### config.mk
export PLATFORM = sky130hd
export DESIGN_NAME = icache_req_buf
export DESIGN_NICKNAME = d
export VERILOG_FILES = /design/src/icache_pkg.sv /design/src/icache_req_buf.sv
export VERILOG_INCLUDE_DIRS = /design/src /design/src/src
export SDC_FILE = /design/constraint.sdc
export NUM_CORES = 1
export LEC_CHECK = 0
export ABC_CLOCK_PERIOD_IN_PS = 800
export BUFFER_PORTS_ARGS = -buffer_cell sky130_fd_sc_hd__buf_2
export CAP_MARGIN = 20
export CORE_MARGIN = 3
export CORE_UTILIZATION = 39
export DETAILED_ROUTE_END_ITERATION = 6
export PLACE_DENSITY = 0.77
export SLEW_MARGIN = 20
export SYNTH_ARGS = -nofsm -noshare
export SYNTH_HDL_FRONTEND = slang
export SYNTH_SLANG_ARGS = --single-unit
### constraint.sdc
create_clock -name clk -period 0.8 [get_ports clk]
set_input_delay 0.04 -clock clk [delete_from_list [all_inputs] [get_ports clk]]
set_output_delay 0.04 -clock clk [all_outputs]
set_load 0.01 [all_outputs]
### src/icache_params.svh
`ifndef ICACHE_PARAMS_SVH
`define ICACHE_PARAMS_SVH

// cache geometry, fixed for this build

// set index bits, 16 sets
`define ICACHE_INDEX_W    4
// word offset inside a line, 4 words
`define ICACHE_OFFSET_W   2
// byte offset inside a word
`define ICACHE_BYTE_W     2
// two ways, the lru is one bit per set
`define ICACHE_WAYS       2

// derived sizes
`define ICACHE_SETS       (1 << `ICACHE_INDEX_W)
`define ICACHE_LINE_WORDS (1 << `ICACHE_OFFSET_W)

// whatever is left of a 32-bit address
`define ICACHE_TAG_W      (32 - `ICACHE_INDEX_W - `ICACHE_OFFSET_W - `ICACHE_BYTE_W)

`endif

### src/icache_pkg.sv
`default_nettype none

`include "icache_params.svh"

package icache_pkg;

    // address fields and data words
    typedef logic [31:0]                    addr_t;
    typedef logic [31:0]                    inst_t;
    typedef logic [`ICACHE_TAG_W-1:0]       tag_t;
    typedef logic [`ICACHE_INDEX_W-1:0]     index_t;
    typedef logic [`ICACHE_OFFSET_W-1:0]    offset_t;
    typedef logic [32*`ICACHE_LINE_WORDS-1:0] line_t;   // word 0 in the low bits
    typedef logic [`ICACHE_WAYS-1:0]        way_vec_t;  // one bit per way

    typedef enum logic [1:0] {
        index_inval = 2'd0,   // way taken from addr[0]
        hit_inval   = 2'd1,
        inval_all   = 2'd2
    } cacop_mode_e;

    typedef struct packed {
        addr_t       addr;
        logic        uncached;
        logic        is_op;     // cache operation, not a fetch
        cacop_mode_e mode;
    } fetch_req_t;

    typedef enum logic [2:0] {
        st_idle      = 3'd0,
        st_lookup    = 3'd1,
        st_miss_wait = 3'd2,
        st_op        = 3'd3,
        st_flush     = 3'd4
    } fsm_state_e;

endpackage

`default_nettype wire

### src/icache_req_buf.sv
`default_nettype none

`include "icache_params.svh"

module icache_req_buf (
    input  wire logic                 clk,
    input  wire logic                 rstn,
    input  wire logic                 buf_we,     // acceptance window from the fsm
    input  wire logic                 req_valid,
    input  wire icache_pkg::fetch_req_t req,
    output icache_pkg::fetch_req_t    cur,
    output icache_pkg::tag_t          tag,
    output icache_pkg::index_t        index,
    output icache_pkg::offset_t       offset
);

    // bit positions of the address fields
    localparam int OFF_LO = `ICACHE_BYTE_W;
    localparam int IDX_LO = OFF_LO + `ICACHE_OFFSET_W;
    localparam int TAG_LO = IDX_LO + `ICACHE_INDEX_W;

    logic capture;

    assign capture = buf_we && req_valid;

    // held until the next accepted request
    always_ff @(posedge clk) begin
        if (!rstn) begin
            cur <= '0;
        end else if (capture) begin
            cur <= req;
        end
    end

    // same fields go to every way and to the fsm
    assign offset = cur.addr[IDX_LO-1:OFF_LO];
    assign index  = cur.addr[TAG_LO-1:IDX_LO];
    assign tag    = cur.addr[31:TAG_LO];

endmodule

`default_nettype wire

==> results of run 1 <==
stage by stage:
stage / setup TNS (ns) / setup WS (ns) / hold WS, ns / power (W) / instances
2_1_floorplan: 0 / 0.01722 / 0.1833 / 0.002428 / 195
5_1_grt: -0.9451 / -0.03281 / 0.001487 / 0.004671 / 333
3_5_place_dp: 0 / 0.02291 / 0.2795 / 0.002656 / 309
6_report: -0.0007540 / -0.0007540 / 0.003576 / 0.004478 / 333
3_3_place_gp: 0 / 0.05676 / 0.2678 / 0.002646 / 309
4_1_cts: -0.003505 / -0.002054 / 0.0008333 / 0.004416 / 326
worst reg2reg max path, delay by kind of cell, from the launching register on:
kind | cells | cell delay, ns
buf+inv | 1 | 0.11
flops | 1 | 0.35
simple gates | 1 | 0.05
compound gates | 1 | 0.11
cell type report:
cell class	count	area share
multi-input combinational	109	0.2586
sequential	36	0.3001
timing repair buffer	130	0.3675
clock inverter	1	0.01173
tap	50	0.02444
clock buffer	7	0.03763
kinds of logic after synthesis:
kind of cell / synth area share
and+or+nand+nor: 0.2127
buffers and inverters: 0.2033
DFF: 0.4153
AOI/OAI and AO/OA: 0.1687
cells in the mapped netlist:
library cell	number	share of area
and2_4	1	0.0050
buf_2	3	0.0086
buf_4	30	0.13
buf_6	2	0.013
buf_8	3	0.026
clkbuf_1	12	0.026
dfxtp_1	36	0.42
nand2_1	36	0.078
nand4_1	36	0.13
o21ai_0	6	0.017
o21ai_2	30	0.15
power by group:
group,internal [W],switching [W]
Sequential,0.00190,0.0000686
Combinational,0.000405,0.000392
Clock,0.00110,0.000616
metal layers:
metal  wire, µm  part of all wire  up-vias  GRT usage
li1           -                 -      824          -
met1       1856              0.41      759     0.1928
met2       2323              0.51       63     0.2806
met3        335             0.074        4    0.04683
met4         35            0.0077        0    0.04918
met5          0                 0        -          0
final timing paths:
path	start	endpoint	slack [ns]	depth (start not counted)
worst max-delay path	cur[24]$_SDFFE_PN0P_	tag[12]	-0.0008	1
worst min-delay path	req[8]	cur[8]$_SDFFE_PN0P_	0.004	3
worst max register to register	cur[13]$_SDFFE_PN0P_	cur[13]$_SDFFE_PN0P_	0.12	3
worst min register to register	cur[2]$_SDFFE_PN0P_	cur[2]$_SDFFE_PN0P_	0.45	2
repair_timing:
item | in CTS | in global routing
gates cloned | 0 | 0
gates resized for setup | 34 | 25
hold endpoints to repair | 9 | 2
hold buffers | 9 | 2
endpoints found under the setup margin | 56 | 66
setup buffers | 0 | 5
pin swaps | 0 | 0
==> metrics.yaml, run 1 <==
run_status:
  status: "finished, violations left"
  failed_checks: "negative setup slack"
worst_setup_path:
  required_ns: 0.76
  worst_path_max_delay_cell: "dfxtp_2"
  crit_family: "flip-flops"
  cp-start-kind: "flip-flop"
  crit_buf_inv: 1
  critPathKind: "reg2out"
  worst-path-max-fanout: 3
  end_kind: "output pin"
  cp_cell_sequence: "buf_6"
  cpPeakStageDelay_ns: 0.37
  arrival_ns: 0.76
synth:
  synthCells: 195
  synth_seq_area_share: 0.4153
  ys_seq_elements: 36
  syn_area_per_cell_um2: 8.900
  synth_area_um2: 1735
  ys_types: 11
  ys_warn_count: 0
  synth.net_count: 235
finish:
  final_common_cell: "buf_2"
  largest_register_ffs: 36
  multi_input_area_um2: 661.9
  fin_util: 0.6178
  area_growth_pct: 47.51
  fin_nets: 322
  regArea_um2: 768.2
  top_regs: "cur x36"
  final_area_um2: 2560
  nFillCells: 360
  drive_gt1_frac: 0.6855
  final_cell_mix: "83 x buf_2, 36 x nand2_1, 36 x nand4_1"
  top_register: "cur"
  antenna_cells: 0
detailed_routing:
  drc_errors: 0
  dr.pass1.iters: 4
  wl_um: 4551
  avgRoutedWirePerCell_um: 13.67
  vias: 1650
  ant_nets: 0
  drtIter0Drc: 92
  routed_via_density: 4.955
floorplan:
  die_area_um2: 5286
  fp.dieW_um: 72.71
  num_rows: 23
  die_h_um: 72.71
  start_util: 0.4188
  core_area_um2: 4144
  io_pins: 106
sta:
  worstMarginPinSlew_ns: 0.2312
  rsz0062_at_grt: "yes"
  setup_ws_ns: -0.0007540
  period_share: 1.001
  finalHoldViolCount: 0
  maxSlewHeadroom: 0.8459
  setup_viol: 1
  clock_skew_ns: 0
  fmax_mhz: 1249
  drv_slew: 0
  fin_crit_ns: 0.8008
clock_tree:
  clk_latency_ns: 0.28
  clock-root-buffer: "clkbuf_8"
  ctsLongestPathBuffers: 2
  clk_pin_slew_ns: 0.07
  h-tree-depth: 2
  tritoncts: "built"
  clock_sinks: 36
  cts_buffers: 5
placement:
  io_buffers: 105
  dpl-instance-area_um2: 2101
  gp_congestion: 0.6846
  dp_hpwl_um: 2934
power_and_ir_drop:
  power.leakage_nw: 1.206
  vdd_drop_max_v: 0.0008090
  p_per_area_nw_per_um2: 1749
global_routing:
  grt_start_max_net_pins: 43
  overflow: 0
  grt_first_pass_wirelength_um: 6748
  antenna_found_initial: 0
  grt_pass1_vias: 1481
  track_usage: 0.1619
worst_hold_path:
  worst_hold_path_type: "in2reg"
job:
  max_cap_viol_count: 0
No activity file was read; power rests on OpenSTA's default activity.
==> inputs of run 2 (changes only) <==
--- a/config.mk
+++ b/config.mk
@@ -8,11 +8,11 @@
 export LEC_CHECK = 0
 export ABC_CLOCK_PERIOD_IN_PS = 800
 export BUFFER_PORTS_ARGS = -buffer_cell sky130_fd_sc_hd__buf_2
-export CAP_MARGIN = 20
 export CORE_MARGIN = 3
 export CORE_UTILIZATION = 39
 export DETAILED_ROUTE_END_ITERATION = 6
 export PLACE_DENSITY = 0.77
+export RECOVER_POWER = 50
 export SLEW_MARGIN = 20
 export SYNTH_ARGS = -nofsm -noshare
 export SYNTH_HDL_FRONTEND = slang
==> metrics.yaml, run 2 (same netlist as run 1, synthesis figures left out) <==
run_status:
  status: "finished, violations left"
  failed_checks: "negative setup slack"
sta:
  maxSlewHeadroom: 0.8459  # unchanged
  period_share: 1.001  # unchanged
  fmax_mhz: 1249  # unchanged
  setup_ws_ns: -0.0007540  # unchanged
  drv_slew: 0  # unchanged
  fin_crit_ns: 0.8008  # unchanged
  setup_viol: 1  # unchanged
  rsz0062_at_grt: "yes"
  worstMarginPinSlew_ns: 0.2312  # unchanged
  clock_skew_ns: 0  # unchanged
  whs_ns: 0.003576  # unchanged
  finalHoldViolCount: 0  # unchanged
worst_setup_path:
  rrSetupSlack_ns: 0.12  # about the same
  critPathKind: "reg2out"
  worst_path_max_delay_cell: "dfxtp_2"
  crit_buf_inv: 1  # unchanged
  crit_family: "flip-flops"
  end_kind: "output pin"
  arrival_ns: 0.76  # about the same
  required_ns: 0.76  # about the same
  cpPeakStageDelay_ns: 0.37  # about the same
  worst-path-max-fanout: 3  # unchanged
  cp-start-kind: "flip-flop"
  cp_cell_sequence: "buf_6"
clock_tree:
  clk_latency_ns: 0.28  # about the same
  h-tree-depth: 2  # unchanged
  ctsLongestPathBuffers: 2  # unchanged
  cts_buffers: 5  # unchanged
  clock_sinks: 36  # unchanged
  clk_pin_slew_ns: 0.07  # about the same
  tritoncts: "built"
  clock-root-buffer: "clkbuf_8"
finish:
  drive_gt1_frac: 0.6714  # -0.01413
  fin_nets: 322  # unchanged
  nFillCells: 359  # -0.28%
  antenna_cells: 0  # unchanged
  regArea_um2: 763.2  # -0.65%
  final_area_um2: 2555  # -0.20%
  stdcell_count: 333  # unchanged
  final_cell_mix: "83 x buf_2, 36 x nand2_1, 36 x nand4_1"
  top_regs: "cur x36"
  final_common_cell: "buf_2"
  area_growth_pct: 47.22
  top_register: "cur"
  multi_input_area_um2: 661.9  # unchanged
  largest_register_ffs: 36  # unchanged
floorplan:
  io_pins: 106  # unchanged
  start_util: 0.4188  # unchanged
  fp.dieW_um: 72.71  # unchanged
  num_rows: 23  # unchanged
  die_h_um: 72.71  # unchanged
  die_area_um2: 5286  # unchanged
  core_area_um2: 4144  # unchanged
detailed_routing:
  drc_errors: 0  # unchanged
  ant_nets: 0  # unchanged
  wl_um: 4551  # unchanged
  vias: 1650  # unchanged
  avgRoutedWirePerCell_um: 13.67  # unchanged
  dr.pass1.iters: 4  # unchanged
  drtIter0Drc: 92  # unchanged
  routed_via_density: 4.955  # unchanged
placement:
  dpl-instance-area_um2: 2101  # unchanged
  dp.cells: 309  # unchanged
  gp_congestion: 0.6846  # unchanged
  io_buffers: 105  # unchanged
  dp_hpwl_um: 2934  # unchanged
global_routing:
  grt_start_max_net_pins: 43  # unchanged
  track_usage: 0.1619  # unchanged
  overflow: 0  # unchanged
  grt_first_pass_wirelength_um: 6748  # unchanged
  grt_pass1_vias: 1481  # unchanged
  antenna_found_initial: 0  # unchanged
power_and_ir_drop:
  power.leakage_nw: 1.204  # -0.14%
  total_power_w: 0.004476  # about the same
  vdd_drop_max_v: 0.0008089  # about the same
  p_per_area_nw_per_um2: 1752  # +0.15%
job:
  max_cap_viol_count: 0  # unchanged
worst_hold_path:
  worst_hold_path_type: "in2reg"
## run 2: cell counts in the layout (fill, tap and decap cells not counted)
Identical to the previous run, type by type.
## run 2: timing repair
| item | CTS | global route |
|---|---|---|
| pin swaps | 0 | 0 |
| hold buffers | 9 | 2 |
| endpoints found under the hold margin | 9 | 2 |
| gates resized for setup | 34 | 25 |
| endpoints found under the setup margin | 56 | 66 |
| cloned | 0 | 0 |
| buffers inserted | 0 | 5 |
## run 2: report_power, final
part           internal [W]  switching (W)  total, W
sequential          0.00189      0.0000686   0.00196
clock               0.00110       0.000616   0.00172
combinational      0.000405       0.000392  0.000797
total               0.00340        0.00108   0.00448
## run 2: final cells by class
| cell class | instances | area share |
|---|---|---|
| clock inverter | 1 | 0.01175 |
| tap | 50 | 0.02449 |
| timing repair buffer | 130 | 0.3683 |
| multi-input combinational | 109 | 0.2591 |
| sequential | 36 | 0.2987 |
| clock buffer | 7 | 0.03771 |
## run 2: per-layer routing
metal / vias to the layer above / track usage / routed length [µm]
li1: 824 / - / -
met1: 759 / 0.1928 / 1856
met2: 63 / 0.2806 / 2323
met3: 4 / 0.04683 / 335
met4: 0 / 0.04918 / 35
met5: - / 0 / 0
## run 2: path summary, 6_finish.rpt
path	start	endpoint	cells after the start
hold / removal	req[8]	cur[8]$_SDFFE_PN0P_	3
setup / recovery	cur[24]$_SDFFE_PN0P_	tag[12]	1
setup reg to reg	cur[13]$_SDFFE_PN0P_	cur[13]$_SDFFE_PN0P_	3
hold reg to reg	cur[2]$_SDFFE_PN0P_	cur[2]$_SDFFE_PN0P_	2
## run 2: worst reg2reg max path, stage by stage, from the launching register on
cell     delay, ns
dfxtp_2       0.35
buf_4         0.11
nand2_1       0.05
o21ai_2       0.11
## run 2: metrics by stage
| stage | setup WS (ns) | utilization | setup TNS (ns) |
|---|---|---|---|
| global placement | 0.05676 | 0.5069 | 0 |
| CTS | -0.002054 | 0.5755 | -0.003505 |
| global route | -0.03281 | 0.6165 | -1.041 |
| finish | -0.0007540 | 0.6165 | -0.0007540 |
| floorplan | 0.01722 | - | 0 |
| detailed placement | 0.02291 | 0.5069 | 0 |
==> inputs of run 3 (changes only) <==
--- a/config.mk
+++ b/config.mk
@@ -6,12 +6,13 @@
 export SDC_FILE = /design/constraint.sdc
 export NUM_CORES = 1
 export LEC_CHECK = 0
+export ABC_AREA = 1
 export ABC_CLOCK_PERIOD_IN_PS = 800
 export BUFFER_PORTS_ARGS = -buffer_cell sky130_fd_sc_hd__buf_2
 export CORE_MARGIN = 3
-export CORE_UTILIZATION = 39
+export CORE_UTILIZATION = 38
 export DETAILED_ROUTE_END_ITERATION = 6
-export PLACE_DENSITY = 0.77
+export PLACE_DENSITY = 0.75
 export RECOVER_POWER = 50
 export SLEW_MARGIN = 20
 export SYNTH_ARGS = -nofsm -noshare
==> metrics.yaml, run 3 <==
floorplan:
  num_rows: 23  # unchanged
  die_area_um2: 5356  # +1.3%
  core_area_um2: 4173  # +0.69%
  start_util: 0.4111  # -0.007686
  io_pins: 106  # unchanged
  die_h_um: 73.19  # +0.66%
  fp.dieW_um: 73.19  # +0.66%
sta:
  fin_crit_ns: 0.8232  # +0.02240 ns
  rsz0062_at_grt: "yes"
  clock_skew_ns: 0  # unchanged
  setup_tns_ns: -0.05564  # -0.05488 ns
  setup_viol: 4  # +3
  worstMarginPinSlew_ns: 0.1665  # -0.06465 ns
  period_share: 1.029  # +0.02800
  fmax_mhz: 1215  # -2.7%
  maxSlewHeadroom: 0.8890  # +0.04310
  drv_slew: 0  # unchanged
  finalHoldViolCount: 0  # unchanged
  whs_ns: 0.1809  # +0.1773 ns
  setup_ws_ns: -0.02316  # -0.02240 ns
clock_tree:
  tritoncts: "built"
  clock-root-buffer: "clkbuf_8"
  h-tree-depth: 2  # unchanged
  clk_pin_slew_ns: 0.07  # about the same
  ctsLongestPathBuffers: 2  # unchanged
  cts_buffers: 5  # unchanged
  clk_latency_ns: 0.28  # about the same
  clock_sinks: 36  # unchanged
worst_setup_path:
  crit_family: "flip-flops"
  rrSetupSlack_ns: 0.03  # -0.09 ns
  crit_buf_inv: 1  # unchanged
  reg2reg_to: "cur[18]$_SDFFE_PN0P_"
  crit_start: "cur[18]$_SDFFE_PN0P_"
  required_ns: 0.76  # about the same
  cp-start-kind: "flip-flop"
  cp.depth: 1  # unchanged
  worst_path_max_delay_cell: "dfxtp_2"
  arrival_ns: 0.78  # +0.02 ns
  setup.worst_path.end: "tag[6]"
  cpPeakStageDelay_ns: 0.38  # about the same
  cp_cell_sequence: "buf_6"
  critPathKind: "reg2out"
  worstReg2RegStart: "cur[18]$_SDFFE_PN0P_"
  end_kind: "output pin"
  worst-path-max-fanout: 3  # unchanged
  worstRegToRegCells: 5  # +2
synth:
  ys_seq_elements: 36  # unchanged
  ys_warn_count: 0  # unchanged
  synth_top_area_frac: 0.4201  # +0.004847
  synthTopCellsByArea: "dfxtp_1 42%, nand2_1 16%, nor2_1 16%"
  synth_largest_area_cell: "dfxtp_1"
  synth_common_cells: "72 x nand2_1, 72 x nor2_1, 36 x dfxtp_1, 36 x inv_1, 31 x buf_4"
  ys_types: 8  # -3
  synth_edf_count: 0  # unchanged
  async_flop_share: 0  # unchanged
  synth.net_count: 298  # +27%
  synthCells: 258  # +32%
  synth_area_um2: 1715  # -1.2%
  syn_area_per_cell_um2: 6.649  # -25%
  synth_seq_area_share: 0.4201  # +0.004847
  ys.flop_type: "dfxtp_1"
finish:
  final_cell_mix: "72 x nor2_1, 72 x nand2_1, 53 x buf_6"
  largest_register_ffs: 36  # unchanged
  drive_gt1_frac: 0.4178  # -0.2536
  top_regs: "cur x36"
  top_register: "cur"
  area_growth_pct: 69.22
  antenna_cells: 0  # unchanged
  fin_nets: 411  # +28%
power_and_ir_drop:
  p_switching_w: 0.001195  # +11%
  internal_power_w: 0.003193  # -6.1%
  total_power_w: 0.004388  # -2.0%
  p_seq_frac: 0.470  # +0.031
  swShare: 0.2724  # +0.03178
  pwr-share-comb: 0.261  # +0.083
  p_per_area_nw_per_um2: 1512  # -14%
  power.leakage_nw: 1.599  # +33%
  vdd_drop_max_v: 0.0009932  # +23%
  p_clk_frac: 0.270  # -0.113
detailed_routing:
  avgRoutedWirePerCell_um: 11.86  # -13%
  ant_nets: 0  # unchanged
  routed_via_density: 4.119  # -17%
  vias: 1734  # +5.1%
  dr.pass1.iters: 4  # unchanged
  drc_errors: 0  # unchanged
  drtIter0Drc: 75  # -18%
  wl_um: 4992  # +9.7%
run_status:
  failed_checks: "negative setup slack"
  status: "finished, violations left"
global_routing:
  grt_pass1_vias: 1480  # -0.068%
  grt_first_pass_wirelength_um: 6513  # -3.5%
  track_usage: 0.1573  # -0.004636
  antenna_found_initial: 0  # unchanged
  grt_start_max_net_pins: 41  # -4.7%
  overflow: 0  # unchanged
placement:
  dp_hpwl_um: 2439  # -17%
  gp_congestion: 0.6914  # +0.99%
  io_buffers: 105  # unchanged
worst_hold_path:
  hp-start: "rstn"
  worst_hold_path_type: "in2reg"
job:
  max_cap_viol_count: 0  # unchanged
## run 3: cell types whose count changed after synthesis
| cell | delta |
|---|---|
| buf_4 | +1 |
| nand4_1 | -36 |
| and2_4 | -1 |
| nor2_1 | +72 |
| nand2_4 | +1 |
| buf_8 | -3 |
| clkbuf_1 | -12 |
| inv_1 | +36 |
| nand2_1 | +36 |
| buf_6 | +2 |
| o21ai_0 | -6 |
| buf_2 | +3 |
| o21ai_2 | -30 |
## run 3: worst min-delay path by stage
stage                     depth (start not counted)              endpoint
after floorplan                                   2   cur[1]$_SDFFE_PN0P_
after global placement                            3  cur[26]$_SDFFE_PN0P_
after detailed placement                          3  cur[17]$_SDFFE_PN0P_
after CTS                                         4   cur[6]$_SDFFE_PN0P_
after global routing                              4  cur[32]$_SDFFE_PN0P_
final                                             4   cur[3]$_SDFFE_PN0P_
## run 3: cell families (layout without fill, tap and decap cells)
family                 after synthesis  in the layout  share of synthesized area
flip-flops                          36             36                     0.4201
AND/OR/NAND/NOR                    145            145                     0.3217
buffers and inverters               77            190                     0.2582
## run 3: per-stage QoR
stage	instance area (µm²)	utilization	setup WS (ns)	std cells
after floorplan	1715	-	0.1631	258
after detailed placement	2056	0.4927	0.07081	375
after global placement	2056	0.4927	0.09006	375
after global routing	2903	0.6957	-0.04973	421
after CTS	2570	0.6159	-0.005215	418
final	2903	0.6957	-0.02316	421
## run 3: worst reg2reg max path: stages (launching register included)
cell     delay, ns
dfxtp_2       0.35
buf_4         0.14
inv_2         0.04
nand2_1       0.04
nand2_1       0.06
nor2_1        0.03
## run 3: final cells by class
type / count / area (µm²)
Tap cell: 50 / 62.56
Fill cell: 330 / 1270
Clock inverter: 1 / 5.005
Inverter: 36 / 135.1
Timing Repair Buffer: 147 / 1300
Sequential cell: 36 / 775.7
Clock buffer: 6 / 72.57
Multi-Input combinational cell: 145 / 551.8
## run 3: what timing repair did
action | CTS | global route
buffers inserted | 0 | 3
pin swaps | 0 | 0
gates resized for setup | 37 | 57
setup endpoints to repair | 61 | 66
hold endpoints to repair | 36 | 0
hold buffers | 36 | 0
## run 3: metal layers
layer,track usage,wire (µm),vias to the layer above
met5,0,0,-
met4,0.05533,41,0
met3,0.05372,385,4
met2,0.2890,2696,73
met1,0.1640,1868,735
li1,-,-,922
## run 3: power groups by stage
stage	logic [W]	clock network (W)	registers (W)
2_1_floorplan	0.000494	0	0.00209
3_3_place_gp	0.000764	0	0.00203
3_5_place_dp	0.000773	0	0.00203
4_1_cts	0.000935	0.00125	0.00202
5_1_grt	0.00125	0.00132	0.00207
6_report	0.00114	0.00118	0.00206
